==> config.mk <==
export PLATFORM = sky130hd
export DESIGN_NAME = can_host_top
export DESIGN_NICKNAME = d
export VERILOG_FILES = /design/src/can_host_pkg.sv /design/src/can_bus_writer.sv /design/src/can_host_ctrl.sv /design/src/can_host_top.sv /design/src/can_reg_mux.sv
export SDC_FILE = /design/constraint.sdc
export NUM_CORES = 1
export LEC_CHECK = 0
export ABC_AREA = 0
export BUFFER_PORTS_ARGS = -buffer_cell sky130_fd_sc_hd__clkbuf_2
export CORE_MARGIN = 3
export CORE_UTILIZATION = 53
export CTS_CLUSTER_DIAMETER = 30
export DETAILED_ROUTE_END_ITERATION = 8
export GPL_ROUTABILITY_DRIVEN = 0
export PLACE_DENSITY_LB_ADDON = 0.2
export REMOVE_ABC_BUFFERS = 1
export SLEW_MARGIN = 10
export SYNTH_ARGS = -nofsm -noshare
export SYNTH_HDL_FRONTEND = slang
export SYNTH_SLANG_ARGS = --single-unit
==> constraint.sdc <==
create_clock -name clk -period 3.7 [get_ports clk]
set_input_delay 0.37 -clock clk [delete_from_list [all_inputs] [get_ports clk]]
set_output_delay 0.37 -clock clk [all_outputs]
set_load 0.01 [all_outputs]
==> src/can_host_pkg.sv <==
package can_host_pkg;

  // Host command opcodes
  typedef enum logic [1:0] {
    op_init    = 2'd0,                          // Load configuration table
    op_tx      = 2'd1,                          // Transmit one message
    op_trim    = 2'd2,                          // Transmit trim test pattern
    op_bus_rst = 2'd3                           // Reset bus and clear interrupts
  } can_op_e;

  // Message fields, data0 is the most significant byte
  typedef struct packed {
    logic       unused;                         // Bit 75
    logic [10:0] id;                            // Bits 74..64
    logic [7:0]  data0;                         // Bits 63..56
    logic [7:0]  data1;
    logic [7:0]  data2;
    logic [7:0]  data3;
    logic [7:0]  data4;
    logic [7:0]  data5;
    logic [7:0]  data6;
    logic [7:0]  data7;                         // Bits 7..0
  } can_msg_s;

  // Same 76 bits, seen as fields or as one raw word
  typedef union packed {
    can_msg_s    f;
    logic [75:0] raw;
  } can_msg_u;

  typedef struct packed {
    can_op_e  op;
    can_msg_u msg;
  } can_cmd_s;

  // One register port beat
  typedef struct packed {
    logic [4:0]  addr;
    logic [15:0] data;
  } can_wr_s;

  // Core register map
  localparam logic [4:0] reg_tx_id   = 5'h0C;   // Transmit identifier
  localparam logic [4:0] reg_tx_d12  = 5'h0A;   // Transmit data 1-2
  localparam logic [4:0] reg_tx_d34  = 5'h09;   // Transmit data 3-4
  localparam logic [4:0] reg_tx_d56  = 5'h08;   // Transmit data 5-6
  localparam logic [4:0] reg_tx_d78  = 5'h07;   // Transmit data 7-8
  localparam logic [4:0] reg_tx_ctrl = 5'h0D;   // Transmit control
  localparam logic [4:0] reg_general = 5'h0E;   // General control
  localparam logic [4:0] reg_irq     = 5'h12;   // Interrupt register

  localparam logic [15:0] tx_ctrl_word = 16'h8008; // Start transmission
  localparam logic [15:0] rst_irq_word = 16'h8070; // Clear pending irqs
  localparam logic [15:0] gen_word     = 16'h009C; // Normal operating mode

  // Most transitions possible on the bus
  localparam logic [75:0] trim_pattern = {12'h555, 64'hAAAA_AAAA_AAAA_AAAA};

  localparam int init_words = 4;
  localparam int step_w     = 3;                // Covers the 7-write series

  // Configuration writes, issued in order
  localparam can_wr_s init_table [0:init_words-1] = '{
    '{addr: 5'h0F, data: 16'h0004},             // Prescaler
    '{addr: 5'h10, data: 16'h0125},             // Bit timing
    '{addr: 5'h11, data: 16'h00F0},             // Interrupt enables
    '{addr: reg_general, data: gen_word}        // Leave config mode
  };

endpackage

==> src/can_bus_writer.sv <==
`timescale 1ns/1ps
module can_bus_writer (
  input  logic                   clk,
  input  logic                   arst_n,
  input  logic                   wr_valid,
  input  can_host_pkg::can_wr_s  wr,
  input  logic                   wr_last,       // Beat closes the series
  output logic                   wr_ready,
  output logic                   reg_valid,
  output can_host_pkg::can_wr_s  reg_wr,
  input  logic                   reg_ready,
  output logic                   done           // Last beat left this cycle
);

  logic last_q;                                 // Held entry is the last one

  // Empty, or emptying on this edge
  assign wr_ready = !reg_valid || reg_ready;
  assign done     = reg_valid && reg_ready && last_q;

  always_ff @(posedge clk or negedge arst_n) begin
    if (!arst_n) begin
      reg_valid <= 1'b0;
      last_q    <= 1'b0;
    end else if (wr_ready) begin
      reg_valid <= wr_valid;                    // Load or clear on drain
      last_q    <= wr_valid && wr_last;
    end
  end

  always_ff @(posedge clk) begin
    if (wr_valid && wr_ready) begin
      reg_wr <= wr;                             // Payload only
    end
  end

  // A stalled beat must stay offered and unchanged until the core takes it
  a_hold_stall: assert property (
    @(posedge clk) disable iff (!arst_n)
    reg_valid && !reg_ready |=> reg_valid && $stable(reg_wr)
  ) else $error("reg_wr changed under back-pressure");

endmodule

==> src/can_host_ctrl.sv <==
`timescale 1ns/1ps
module can_host_ctrl #(
  parameter int init_count = 4                  // Length of the init series
) (
  input  logic                                clk,
  input  logic                                arst_n,
  input  logic                                cmd_valid,
  input  can_host_pkg::can_cmd_s              cmd,
  output logic                                cmd_ready,
  output can_host_pkg::can_op_e               op,
  output can_host_pkg::can_msg_u              msg,
  output logic [can_host_pkg::step_w-1:0]     step,
  input  logic                                last_step,
  output logic                                wr_valid,
  input  logic                                wr_ready,
  input  logic                                done
);

  typedef enum logic [1:0] {
    st_idle  = 2'd0,                            // Waiting for a command
    st_issue = 2'd1,                            // Offering writes to the writer
    st_drain = 2'd2                             // Last write still in the writer
  } state_e;

  state_e state;

  assign cmd_ready = (state == st_idle);
  assign wr_valid  = (state == st_issue);       // One beat per step

  always_ff @(posedge clk or negedge arst_n) begin
    if (!arst_n) begin
      state <= st_idle;
      op    <= can_host_pkg::op_init;
      step  <= '0;
    end else begin
      case (state)
        st_idle: begin
          if (cmd_valid) begin
            state <= st_issue;
            op    <= cmd.op;                    // Latch opcode on accept
            step  <= '0;
          end
        end
        st_issue: begin
          if (wr_ready) begin                   // Beat taken
            if (last_step) begin
              state <= st_drain;
            end else begin
              step <= step + can_host_pkg::step_w'(1);
            end
          end
        end
        st_drain: begin
          if (done) begin
            state <= st_idle;                   // cmd_ready back next cycle
          end
        end
        default: state <= st_idle;
      endcase
    end
  end

  // Message held for the whole series
  always_ff @(posedge clk) begin
    if (cmd_valid && cmd_ready) begin
      msg <= cmd.msg;
    end
  end

  // Init series must fit in the step counter
  initial begin
    if (init_count < 1 || init_count > can_host_pkg::init_words) begin
      $error("init_count %0d outside init_table", init_count);
    end
  end

  // Previous series fully out of the writer when a new command is taken
  a_idle_on_accept: assert property (
    @(posedge clk) disable iff (!arst_n)
    cmd_valid && cmd_ready |-> wr_ready
  ) else $error("command accepted while busy");

  // Writer only reports completion for a series this FSM is draining
  a_done_in_drain: assert property (
    @(posedge clk) disable iff (!arst_n)
    done |-> state == st_drain
  ) else $error("done outside drain state");

endmodule

==> src/can_host_top.sv <==
`timescale 1ns/1ps
module can_host_top #(
  parameter int init_count = can_host_pkg::init_words // Shorter table allowed
) (
  input  logic                   clk,
  input  logic                   arst_n,
  input  logic                   cmd_valid,
  input  can_host_pkg::can_cmd_s cmd,
  output logic                   cmd_ready,
  output logic                   reg_valid,
  output can_host_pkg::can_wr_s  reg_wr,
  input  logic                   reg_ready
);

  can_host_pkg::can_op_e              op;       // Latched opcode
  can_host_pkg::can_msg_u             msg;      // Latched message
  logic [can_host_pkg::step_w-1:0]    step;
  can_host_pkg::can_wr_s              mux_wr;   // Word for current step
  logic                               last_step;
  logic                               wr_valid;
  logic                               wr_ready;
  logic                               done;

  can_host_ctrl #(.init_count(init_count)) u_ctrl (
    .clk       (clk),
    .arst_n    (arst_n),
    .cmd_valid (cmd_valid),
    .cmd       (cmd),
    .cmd_ready (cmd_ready),
    .op        (op),
    .msg       (msg),
    .step      (step),
    .last_step (last_step),
    .wr_valid  (wr_valid),
    .wr_ready  (wr_ready),
    .done      (done)
  );

  can_reg_mux #(.init_count(init_count)) u_mux (
    .op        (op),
    .msg       (msg),
    .step      (step),
    .wr        (mux_wr),
    .last_step (last_step)
  );

  can_bus_writer u_writer (
    .clk       (clk),
    .arst_n    (arst_n),
    .wr_valid  (wr_valid),
    .wr        (mux_wr),
    .wr_last   (last_step),                     // Tags the closing beat
    .wr_ready  (wr_ready),
    .reg_valid (reg_valid),
    .reg_wr    (reg_wr),
    .reg_ready (reg_ready),
    .done      (done)
  );

endmodule

==> src/can_reg_mux.sv <==
`timescale 1ns/1ps
module can_reg_mux #(
  parameter int init_count = 4                  // Used entries of init_table
) (
  input  can_host_pkg::can_op_e               op,
  input  can_host_pkg::can_msg_u              msg,
  input  logic [can_host_pkg::step_w-1:0]     step,
  output can_host_pkg::can_wr_s               wr,
  output logic                                last_step
);

  localparam int idx_w = $clog2(can_host_pkg::init_words); // Table index width

  can_host_pkg::can_msg_u src;                  // Message actually sent

  // Trim pattern is raw, but decoded through the same fields
  always_comb begin
    if (op == can_host_pkg::op_trim) begin
      src.raw = can_host_pkg::trim_pattern;
    end else begin
      src = msg;
    end
  end

  always_comb begin
    wr        = '0;                             // Unused steps write nothing
    last_step = 1'b0;
    case (op)
      can_host_pkg::op_init: begin
        wr        = can_host_pkg::init_table[step[idx_w-1:0]];
        last_step = (step == can_host_pkg::step_w'(init_count - 1));
      end
      can_host_pkg::op_tx, can_host_pkg::op_trim: begin
        last_step = (step == can_host_pkg::step_w'(6));
        case (step)
          3'd0: wr = '{can_host_pkg::reg_tx_id, {src.f.id, 5'h00}};   // Id over 5 zeros
          3'd1: wr = '{can_host_pkg::reg_tx_d12, {src.f.data0, src.f.data2}};
          3'd2: wr = '{can_host_pkg::reg_tx_d34, {src.f.data1, src.f.data3}};
          3'd3: wr = '{can_host_pkg::reg_tx_d56, {src.f.data7, src.f.data6}}; // Swapped
          3'd4: wr = '{can_host_pkg::reg_tx_d78, {src.f.data5, src.f.data4}}; // Swapped
          3'd5: wr = '{can_host_pkg::reg_general, can_host_pkg::gen_word};
          3'd6: wr = '{can_host_pkg::reg_tx_ctrl, can_host_pkg::tx_ctrl_word}; // Kick tx
          default: wr = '0;
        endcase
      end
      can_host_pkg::op_bus_rst: begin
        last_step = (step == can_host_pkg::step_w'(1));
        case (step)
          3'd0: wr = '{can_host_pkg::reg_general, can_host_pkg::gen_word};
          3'd1: wr = '{can_host_pkg::reg_irq, can_host_pkg::rst_irq_word}; // Clear irqs
          default: wr = '0;
        endcase
      end
      default: begin
        wr        = '0;
        last_step = 1'b0;
      end
    endcase
  end

endmodule

# [Word-level counts from Yosys, hierarchy flattened]
# Cells that the tools add are included.
[word_totals] ff_bits=105 input_bits=82 output_inout_bits=23 word_cells=59
[op_classes] n_addsub=1 magnitude_cmp=1 eq_ne=16 muxes=17 n_bitwise=1 reduce_logical=15
[op_table] op="$pmux W20 S7" count=1
[op_table] op="$mux W75" count=1
[op_table] op="$pmux W21 S3" count=1
[op_table] op="$bmux W21 S2" count=1
[op_table] op="$mux W21" count=2
[op_table] op="$pmux W21 S2" count=1
[op_table] op="$ne A2 B2 Y1 const B" count=5
[op_table] op="$eq A3 B3 Y1 const B" count=3
[op_table] op="$mux W3" count=3
[op_table] op="$mux W2" count=4
[op_table] op="$reduce_and A4 Y1" count=2
[op_table] op="$eq A2 B2 Y1 const B" count=3
[op_table] op="$eq A3 B2 Y1 const B" count=2
[op_table] op="$pmux W2 S3" count=1
[op_table] op="$pmux W3 S2" count=1
[op_table] op="$logic_and A1 B1 Y1" count=5
[op_table] op="$eq A2 B1 Y1 const B" count=2
[op_table] op="$logic_not A2 Y1" count=2
[op_table] op="$add A3 B1 Y3 const B" count=1
[op_table] op="$eq A3 B1 Y1 const B" count=1
[op_table] op="$ge A3 B3 Y1 const B" count=1
[op_table] op="$logic_not A3 Y1" count=1
[op_table] op="$not A2 Y3" count=1
[op_table] op="$pmux W1 S3" count=1
[op_table] op="other kinds (5)" count=5

# [Logic depth before layout (Yosys ltp)]
# Gate-level depths: netlist of the first run.
[depth] word_depth=6 mapped_depth=8 mapped_depth_nobuf=6

# [Cells and area by module]
# Synthesis of the first run repeated with hierarchy kept, for this count alone.
[unflattened] hier_cells=283 area_unflattened_um2=4345.4
[modules_own_cells] module="can_host_ctrl" n_inst=1 cells_per_inst=101 area_each_um2=2625.0 seq_area_each_um2=2457.4
[modules_own_cells] module="can_reg_mux" n_inst=1 cells_per_inst=152 area_each_um2=989.7 seq_area_each_um2=0.0
[modules_own_cells] module="can_bus_writer" n_inst=1 cells_per_inst=30 area_each_um2=730.7 seq_area_each_um2=680.7

# [Worst setup path after synthesis of the first run]
# No wires, ideal clock.
[synth_timing] kind="reg-to-reg" from="register u_ctrl.state[0]" to="register u_ctrl.step[1] (netlist bit)" setup_time_ns=0.121 arrival_time_ns=3.070 required_time_ns=3.579 setup_slack_ns=0.509 path_stages_with_launch=6 synth_period_minus_slack_ns=3.191 path_cell_list="dfrtp_1 buf_2 nor3b_4 a21oi_1 a21o_1 a22o_1"
[synth_via] elab_chain_len=3
[synth_rtl] element="from (decl)" line="can_host_ctrl.sv:25" text="state_e state;"
[synth_rtl] element="from (signal assigned)" line="can_host_ctrl.sv:32" text="state <= st_idle;"
[synth_rtl] element="from (signal assigned)" line="can_host_ctrl.sv:39" text="state <= st_issue;"
[synth_rtl] element="from (signal assigned)" line="can_host_ctrl.sv:47" text="state <= st_drain;"
[synth_rtl] element="$eq A2 B1 Y1 or $logic_not A2 Y1 (tied branches)" line="can_host_ctrl.sv:36" text="case (state)"
[synth_rtl] element="$ne A2 B2 Y1 (no source line) or $reduce_bool A2 Y1 (tied branches)"
[synth_rtl] element="$reduce_and A4 Y1 (no source line)"
[synth_rtl] element="to (signal assigned)" line="can_host_ctrl.sv:49" text="step <= step + can_host_pkg::step_w'(1);"
[synth_rtl] element="to (decl)" line="can_host_ctrl.sv:12" text="output logic [can_host_pkg::step_w-1:0] step,"
# Several ways; a longest one is shown, not always the timed one.
# A chain may end at the register's enable or synchronous reset.

==> reports/results.tsv, run 1 <==
stage	metric	value	unit
run_status	status	finished, final reports clean	
global_routing	grt_pass1_vias	2861	
yosys	netlist-cell-type-count	56	
yosys	synth-edff-count	96	
timing	slew_viol_final	0	
layout	final_nets	488	
routing	vias	2821	
yosys	synth_largest_area_cell	edfxtp_1	
worst_setup_path	reg2reg_to	u_writer.reg_wr[4]	
yosys	syn_inst	296	
yosys	netlist_area	4390	sq um
yosys	synthAdderAreaFrac	2.28	%
cts	worstSkewPairLatency	350	ps
cts	htreeDepth	3	
timing	relSlewSlack	31.3	%
worst_setup_path	r2r_slack	1180	ps
layout	antenna_cells	0	
yosys	yosysTopAreaCellShare	65.7	%
power	p_per_area	812	nW/um^2
worst_setup_path	worst-r2r-cell-count	6	
yosys	ys.flop_type	edfxtp_1	
place	port_buffers	103	
place	post_dp_cell_area	4950	sq um
yosys	synth_simple_gate_area_share	8.01	%
power	vdd_drop_max	0.000310	V
yosys	synth_seq_cells	105	
layout	layout_common_cells	clkbuf_2, edfxtp_1, o21ai_1	
layout	area_delta_synth_final	17.3	%
yosys	synth_compound_area_share	15.1	%
worst_setup_path	crit_type	reg -> reg	
global_routing	overflow	0	
timing	period_needed	2520	ps
worst_setup_path	cp.arrival	2610	ps
floorplan	die_area	9410	sq um
worst_setup_path	crit_path_cell_trace	ha_1 > ha_1 > nor4_4 > nor3_2 > a221oi_1 > o21ai_1	
timing	skew	9.34	ps
floorplan	start_util	55.6	%
worst_setup_path	max_stage_delay	480	ps
timing	setup_viol	0	
floorplan	die_x	97.0	um
power	leakage	1.97	nW
floorplan	fp.coreArea	7890	sq um
worst_setup_path	crit_path_max_fanout	19	
yosys	yosysSeqAreaShare	70.8	%
worst_setup_path	endpoint_kind	register	
worst_setup_path	path_buf_inv	0	
worst_hold_path	hp-class	in -> reg	
layout	drive_gt1_share	33.6	%
cts	cts_hold_buf	1	
cts	clock-root-buffer	clkbuf_8	
global_routing	grt_max_degree	38	
worst_hold_path	min_to	u_ctrl.msg[43]	
worst_hold_path	min-delay-start	cmd[43]	
worst_hold_path	whs_path_depth	1	
routing	drt_iter0_markers	246	
cts	cts_made_buffers	9	
worst_setup_path	crit_required	3800	ps
routing	viasPerCell	5.60	
worst_setup_path	crit_family	adder cells	
layout	postLayoutCellArea	5150	sq um
cts	clock_sinks	105	
floorplan	dieHeight	97.0	um
job	maxCapViolCount	0	
timing	rsz0062_at_grt	false	
worst_setup_path	crit_top_cell	ha_1	
routing	drc	0	
timing	period_share	68.0	%
routing	routed_wl	8630	um
global_routing	grt_pass1_wl	14200	um
place	post-dp-hpwl	5940	um
yosys	post_synth.cell_area_avg	14.8	sq um
routing	routedWlPerCell	17.1	um
worst_setup_path	r2r-start	u_ctrl.step[0]	
cts	cts_resized	0	
floorplan	rows	32	
cts	postCtsSetupBuffers	0	
timing	fmax	397	MHz
yosys	synthArstFlopShare	8.57	%
cts	clkTransAtPathRegs	90	ps
timing	tns	0	ps
yosys	synth-xor-area-share	0	%
routing	drt_pass1_iterations	5	
timing	hold_viol_final	0	
cts	cts_tree	yes	
yosys	yosysWarnings	0	
global_routing	grt_antenna_before_repair	0	
layout	final_common_cell	clkbuf_2	
cts	clockBufferDepth	2	
yosys	synth_top_family_by_area	compound AO/OA/AOI/OAI gates	
layout	fillers	599	
yosys	synthMuxAreaShare	0.257	%
global_routing	track_usage	19.2	%
worst_setup_path	critPathSlowestCell	ha_1	
routing	ant_nets	0	
timing	tightestPinTransition	1030	ps
worst_setup_path	critPathLaunchType	register	
yosys	ys_top_cells_by_area	edfxtp_1, dfrtp_1, ha_1, a22oi_1, o21ai_1	
floorplan	num_io_pins	105	
## how the worst max path moves through the flow
| stage | endpoint | cells after the start | startpoint |
|---|---|---|---|
| after floorplan | u_ctrl.step[1] | 4 | u_ctrl.state[0] |
| after global placement | u_writer.reg_wr[4] | 6 | u_ctrl.step[0] |
| after detailed placement | u_writer.reg_wr[4] | 6 | u_ctrl.step[0] |
| after CTS | u_writer.reg_wr[4] | 6 | u_ctrl.step[0] |
| after global routing | u_writer.reg_wr[4] | 6 | u_ctrl.step[0] |
| final | u_writer.reg_wr[4] | 6 | u_ctrl.step[0] |
## registers in the layout (all words and copies together) (netlist names)
register            flops
u_writer.last_q         1
u_ctrl.step             3
u_ctrl.state            2
u_ctrl.op               2
u_ctrl.msg             75
u_writer.reg_wr        21
u_writer.reg_valid      1
## cell families (layout without fill, tap and decap cells)
| kind of cell | Yosys count | in the layout |
|---|---|---|
| buffers and inverters | 28 | 134 |
| DFF | 105 | 105 |
| and+or+nand+nor | 60 | 60 |
| AOI/OAI and AO/OA | 94 | 94 |
| adders and majority gates | 8 | 8 |
| muxes | 1 | 1 |
## cell type report
class	instances	area, sq um	share of cell area, %
Clock inverter	5	57.6	1.12
Multi-Input combinational cell	163	1120	21.8
Sequential cell	105	3110	60.4
Inverter	10	40.0	0.778
Tap cell	102	128	2.48
Timing Repair Buffer	109	563	10.9
Clock buffer	10	128	2.48
## synth_stat cells, drive strengths merged, types with 3 or more instances
library cell	n
nor2b	4
a222oi	5
a31oi	4
and2	5
a22oi	13
o21a	5
a221oi	5
dfrtp	9
nor2	13
nand2	12
o21ai	29
nand3	7
nand2b	4
a22o	6
inv	10
buf	15
edfxtp	96
a21oi	11
ha	8
clkbuf	3
## power breakdown
part           leakage [nW]  internal (mW)  switching (mW)
combinational         0.879          0.626            1.04
clock                0.0844          0.308           0.367
sequential             1.01           1.72           0.116
total                  1.97           2.65            1.53
## per-stage QoR
step	setup WS [ps]	instances	util, %	hold WS [ps]	power (mW)
floorplan	519	278	-	74.4	2.97
global placement	1290	488	62.8	237	3.49
detailed placement	1230	488	62.8	249	3.53
CTS	1210	504	65.3	162	4.20
global route	1030	504	65.3	154	4.47
finish	1180	504	65.3	181	4.18
## layer usage
layer / vias to the layer above / global-route usage, % / routed length [um]
li1: 1355 / - / -
met1: 1357 / 27.0 / 3800
met2: 104 / 30.0 / 4160
met3: 5 / 4.97 / 610
met4: 0 / 4.97 / 56
met5: - / 0 / 0
## worst register-to-register path: stages (launching register included)
cell and delay, ps:
dfrtp_1 460, ha_1 250, ha_1 480, nor4_4 470
nor3_2 160, a221oi_1 320, o21ai_1 120
Note: power is estimated with default switching activity, not from simulation.
==> run 2, diff against run 1 <==
--- a/config.mk
+++ b/config.mk
@@ -8,7 +8,7 @@
 export ABC_AREA = 0
 export BUFFER_PORTS_ARGS = -buffer_cell sky130_fd_sc_hd__clkbuf_2
 export CORE_MARGIN = 3
-export CORE_UTILIZATION = 53
+export CORE_UTILIZATION = 48
 export CTS_CLUSTER_DIAMETER = 30
 export DETAILED_ROUTE_END_ITERATION = 8
 export GPL_ROUTABILITY_DRIVEN = 0
==> constraint.sdc (replaced) <==
create_clock -name clk -period 2.2 [get_ports clk]
set_input_delay 0.22 -clock clk [delete_from_list [all_inputs] [get_ports clk]]
set_output_delay 0.22 -clock clk [all_outputs]
set_load 0.01 [all_outputs]
==> run 2 against run 1 <==
  * Design area increased by 6.0%
  * Hold slack got worse by 170 ps
  * Sequential power is 67% higher
  * Fmax is 23% higher
  * Critical endpoint is now u_writer.reg_wr[3]
==> reports/results.tsv, run 2 (same netlist as run 1, synthesis figures left out) <==
stage	metric	value	unit
run_status	status	finished, final reports clean	
layout	postLayoutCellArea	5460	sq um
layout	multi_input_area	1130	sq um
worst_hold_path	whs_path_depth	1	
place	port_buffers	103	
routing	routed_wl	9360	um
layout	largest_reg_flops	75	
worst_setup_path	cp.arrival	2160	ps
job	maxCapViolCount	0	
layout	antenna_cells	0	
layout	layout_common_cells	clkbuf_2, edfxtp_1, buf_4	
timing	setup_viol	0	
place	dp.cells	509	
cts	clock-root-buffer	clkbuf_8	
cts	postCtsSetupBuffers	0	
layout	seq_area	3110	sq um
worst_setup_path	crit_type	reg -> reg	
cts	cts_tree	yes	
worst_setup_path	r2r-start	u_ctrl.step[1]	
global_routing	track_usage	18.5	%
timing	relSlewSlack	65.4	%
worst_setup_path	worst-r2r-cell-count	6	
global_routing	overflow	0	
cts	clock_sinks	105	
layout	fin_cells	539	
floorplan	dieHeight	102	um
worst_setup_path	crit_family	adder cells	
cts	htreeDepth	3	
worst_hold_path	hp-class	in -> reg	
floorplan	fp.coreArea	8810	sq um
layout	area_delta_synth_final	24.4	%
worst_setup_path	crit_required	2320	ps
power	leakage	2.13	nW
floorplan	die_area	10300	sq um
global_routing	grt_pass1_wl	14400	um
global_routing	grt_antenna_before_repair	0	
layout	top_regs	u_ctrl.msg (75), u_writer.reg_wr (21), u_ctrl.step (3)	
floorplan	rows	34	
worst_setup_path	path_buf_inv	1	
routing	drt_iter0_markers	172	
floorplan	die_x	102	um
routing	drt_pass1_iterations	4	
layout	final_common_cell	clkbuf_2	
floorplan	num_io_pins	105	
place	post-dp-hpwl	6610	um
worst_setup_path	r2r_slack	160	ps
routing	drc	0	
place	dp_worst_setup_slack	124	ps
layout	top_register	u_ctrl.msg	
worst_setup_path	crit_path_cell_trace	ha_1 > ha_1 > buf_4 > o21ai_0 > nand4_1 > a221o_1	
global_routing	grt_pass1_vias	2839	
routing	vias	2927	
cts	clockBufferDepth	2	
cts	clkTransAtPathRegs	100	ps
timing	tightestPinTransition	518	ps
timing	setup_slack	157	ps
timing	skew	10.6	ps
worst_setup_path	crit_top_cell	ha_1	
timing	fmax	489	MHz
timing	hold_viol_final	0	
layout	fillers	679	
floorplan	start_util	49.8	%
routing	viasPerCell	5.43	
worst_hold_path	min-delay-start	cmd[62]	
global_routing	grt_max_degree	45	
timing	slew_viol_final	0	
worst_setup_path	crit_path_max_fanout	11	
worst_setup_path	max_stage_delay	440	ps
timing	period_needed	2040	ps
timing	holdWs	15.6	ps
layout	final_nets	516	
routing	routedWlPerCell	17.4	um
cts	worstSkewPairLatency	370	ps
worst_setup_path	critPathLaunchType	register	
cts	cts_made_buffers	9	
layout	drive_gt1_share	35.0	%
power	vdd_drop_max	0.000501	V
worst_hold_path	min_to	u_ctrl.msg[62]	
power	p_per_area	1350	nW/um^2
place	post_dp_cell_area	5120	sq um
worst_setup_path	endpoint_kind	register	
timing	period_share	92.9	%
timing	rsz0062_at_grt	true	
layout	final_core_util	62.0	%
routing	ant_nets	0	
worst_setup_path	critPathSlowestCell	dfrtp_1	
worst_setup_path	reg2reg_to	u_writer.reg_wr[3]	
-- run 2: where the power goes --
part / total (mW) / leakage, nW / switching (mW) / internal [mW]
Clock: 1.12 / 0.0897 / 0.688 / 0.434
Combinational: 3.17 / 1.03 / 1.86 / 1.30
Sequential: 3.08 / 1.01 / 0.193 / 2.89
Total: 7.37 / 2.13 / 2.75 / 4.62
-- run 2: per-stage QoR --
step                power (mW)  setup TNS (ps)
floorplan                 5.00          -61320
global placement          6.21               0
detailed placement        6.27               0
CTS                       7.39               0
global route              7.84           -4.45
finish                    7.37               0
-- run 2: final cells by class --
cell class	count	area share, %
Inverter	10	0.733
Tap cell	108	2.48
Sequential cell	105	56.9
Clock inverter	7	1.21
Timing Repair Buffer	137	15.7
Multi-Input combinational cell	163	20.7
Clock buffer	9	2.27
-- run 2: worst max path at each step --
| stage | startpoint | to | slack, ps | depth (start not counted) |
|---|---|---|---|---|
| detailed placement | u_ctrl.step[1] | u_writer.reg_wr[5] | 120 | 6 |
| floorplan | u_ctrl.state[0] | u_ctrl.step[1] | -980 | 4 |
| global placement | u_ctrl.step[1] | u_writer.reg_wr[5] | 170 | 6 |
| CTS | u_ctrl.step[1] | u_writer.reg_wr[5] | 100 | 6 |
| finish | u_ctrl.step[1] | u_writer.reg_wr[3] | 160 | 6 |
| global route | u_ctrl.step[1] | u_writer.reg_wr[4] | -4 | 7 |
-- run 2: what timing repair did --
item                                    in CTS  in global routing
endpoints found under the setup margin       0                  4
hold endpoints to repair                     9                 13
hold buffers                                 1                 13
gates resized for setup                      0                  1
-- run 2: layer usage --
| metal | vias up | track usage, % | wire (um) |
|---|---|---|---|
| met4 | 0 | 5.62 | 89 |
| met2 | 99 | 30.5 | 4730 |
| met3 | 7 | 3.31 | 534 |
| met5 | - | 0 | 0 |
| met1 | 1407 | 25.3 | 4010 |
| li1 | 1414 | - | - |
==> run 3, diff against run 2 <==
--- a/config.mk
+++ b/config.mk
@@ -6,14 +6,14 @@
 export NUM_CORES = 1
 export LEC_CHECK = 0
 export ABC_AREA = 0
+export ABC_CLOCK_PERIOD_IN_PS = 2200
 export BUFFER_PORTS_ARGS = -buffer_cell sky130_fd_sc_hd__clkbuf_2
 export CORE_MARGIN = 3
 export CORE_UTILIZATION = 48
 export CTS_CLUSTER_DIAMETER = 30
 export DETAILED_ROUTE_END_ITERATION = 8
 export GPL_ROUTABILITY_DRIVEN = 0
-export PLACE_DENSITY_LB_ADDON = 0.2
-export REMOVE_ABC_BUFFERS = 1
+export PLACE_DENSITY = 0.85
 export SLEW_MARGIN = 10
 export SYNTH_ARGS = -nofsm -noshare
 export SYNTH_HDL_FRONTEND = slang
==> run 3 against run 2 <==
  * First-iteration DRC count increased by 91%
  * Die area is the same
  * Critical path depth stayed put
  * Sequential share of layout area rose by 1.4 points
  * Largest cell class unchanged
==> reports/results.tsv, run 3 (same netlist as run 1, synthesis figures left out) <==
stage	metric	value	unit
run_status	status	finished, final reports clean	
place	dp_worst_setup_slack	26.7	ps
routing	routed.top_layer	met4	
floorplan	start_util	49.8	%
worst_setup_path	crit_required	2330	ps
worst_hold_path	whs_path_depth	1	
timing	slew_viol_final	0	
worst_hold_path	hp-class	in -> reg	
global_routing	track_usage	18.7	%
routing	routed_wl	9430	um
timing	period_share	97.8	%
global_routing	grt_pass1_wl	14700	um
global_routing	grt_antenna_before_repair	0	
cts	clockBufferDepth	2	
global_routing	overflow	0	
timing	period_needed	2150	ps
timing	setup_viol	0	
layout	final_core_util	60.5	%
worst_setup_path	r2r-start	u_ctrl.step[0]	
layout	antenna_cells	0	
worst_setup_path	crit_type	reg -> reg	
timing	tns	0	ps
layout	drive_gt1_share	35.7	%
layout	largest_reg_flops	75	
cts	clock_sinks	105	
floorplan	dieHeight	102	um
layout	top_register	u_ctrl.msg	
global_routing	grt_pass1_vias	2913	
timing	hold_viol_final	0	
timing	skew	4.75	ps
timing	setup_slack	49.3	ps
worst_setup_path	crit_path_max_fanout	18	
layout	postLayoutCellArea	5330	sq um
floorplan	num_io_pins	105	
place	port_buffers	103	
place	post_dp_cell_area	5050	sq um
job	maxCapViolCount	0	
worst_hold_path	min_to	u_ctrl.msg[64]	
routing	vias	3001	
timing	relSlewSlack	73.0	%
timing	fmax	465	MHz
power	totalPowerFinal	7.31	mW
place	post-dp-hpwl	6870	um
cts	htreeDepth	3	
worst_setup_path	reg2reg_to	u_writer.reg_wr[12]	
routing	route.met2.wl	4790	um
floorplan	rows	34	
cts	clkTransAtPathRegs	100	ps
routing	ant_nets	0	
timing	rsz0062_at_grt	true	
timing	tightestPinTransition	405	ps
layout	final_common_cell	clkbuf_2	
routing	wl_met1	3720	um
routing	drt_pass1_iterations	5	
cts	cts_tree	yes	
routing	met3_length	786	um
floorplan	fp.coreArea	8810	sq um
routing	routedWlPerCell	18.0	um
cts	clock-root-buffer	clkbuf_8	
layout	final_nets	502	
worst_setup_path	endpoint_kind	register	
worst_hold_path	min-delay-start	cmd[64]	
worst_setup_path	worst-r2r-cell-count	6	
cts	postCtsSetupBuffers	0	
layout	layout_common_cells	clkbuf_2, edfxtp_1, o21ai_1	
floorplan	die_area	10300	sq um
worst_setup_path	r2r_slack	50	ps
routing	drc	0	
power	vdd_drop_max	0.000604	V
layout	top_regs	u_ctrl.msg (75), u_writer.reg_wr (21), u_ctrl.step (3)	
routing	viasPerCell	5.72	
power	leakage	2.06	nW
cts	worstSkewPairLatency	370	ps
power	p_per_area	1370	nW/um^2
routing	drt_iter0_markers	328	
floorplan	die_x	102	um
worst_setup_path	critPathLaunchType	register	
global_routing	grt_max_degree	80	
layout	area_delta_synth_final	21.4	%
worst_setup_path	cp.arrival	2280	ps
cts	cts_made_buffers	9	
yosys	syn_nets	386	
==> run 3: worst max-delay path, stage by stage (launching register included) <==
cell and delay, ps:
dfrtp_2 460, ha_1 230, ha_1 240, buf_4 230
a222oi_1 430, o21ai_1 130, and2_1 180
==> run 3: where the power goes <==
part | internal (mW) | leakage, nW | total (mW) | switching [mW]
combinational | 1.23 | 0.957 | 3.10 | 1.87
sequential | 2.89 | 1.01 | 3.09 | 0.203
clock | 0.433 | 0.0921 | 1.12 | 0.684
==> run 3: worst max path at each step <==
stage,from,end,slack [ps],depth (start not counted)
CTS,u_ctrl.step[0],u_writer.reg_wr[7],20,6
global placement,u_ctrl.step[0],u_writer.reg_wr[7],70,6
detailed placement,u_ctrl.step[0],u_writer.reg_wr[7],30,6
floorplan,u_ctrl.state[0],u_ctrl.step[1],-950,5
global route,u_ctrl.step[0],u_writer.reg_wr[4],-10,6
finish,u_ctrl.step[0],u_writer.reg_wr[12],50,6
==> run 3: area by class of cell <==
cell class              instances  area [sq um]
repair buffers                123           706
multi-input cells             163          1150
well taps                     108           135
fillers                       662          3480
flip-flops and latches        105          3110
clock inverters                 7          65.1
inverters                      10          40.0
clock buffers                   9           124
==> run 3: what timing repair did <==
item,in CTS,in global routing
hold buffers,1,5
endpoints found under the setup margin,0,11
resized for setup,0,7
hold endpoints to repair,9,5
==> run 3: per-layer routing <==
layer	up-vias	GRT usage (%)
met4	0	4.81
li1	1385	-
met1	1446	25.4
met5	-	0
met3	16	4.55
met2	154	30.6
==> run 3: through the flow <==
step / cells / hold slack, ps
6_report: 525 / 16.5
5_1_grt: 525 / 0.0909
4_1_cts: 520 / 5.77
3_5_place_dp: 503 / 87.8
3_3_place_gp: 503 / 84.8
2_1_floorplan: 296 / -75.6
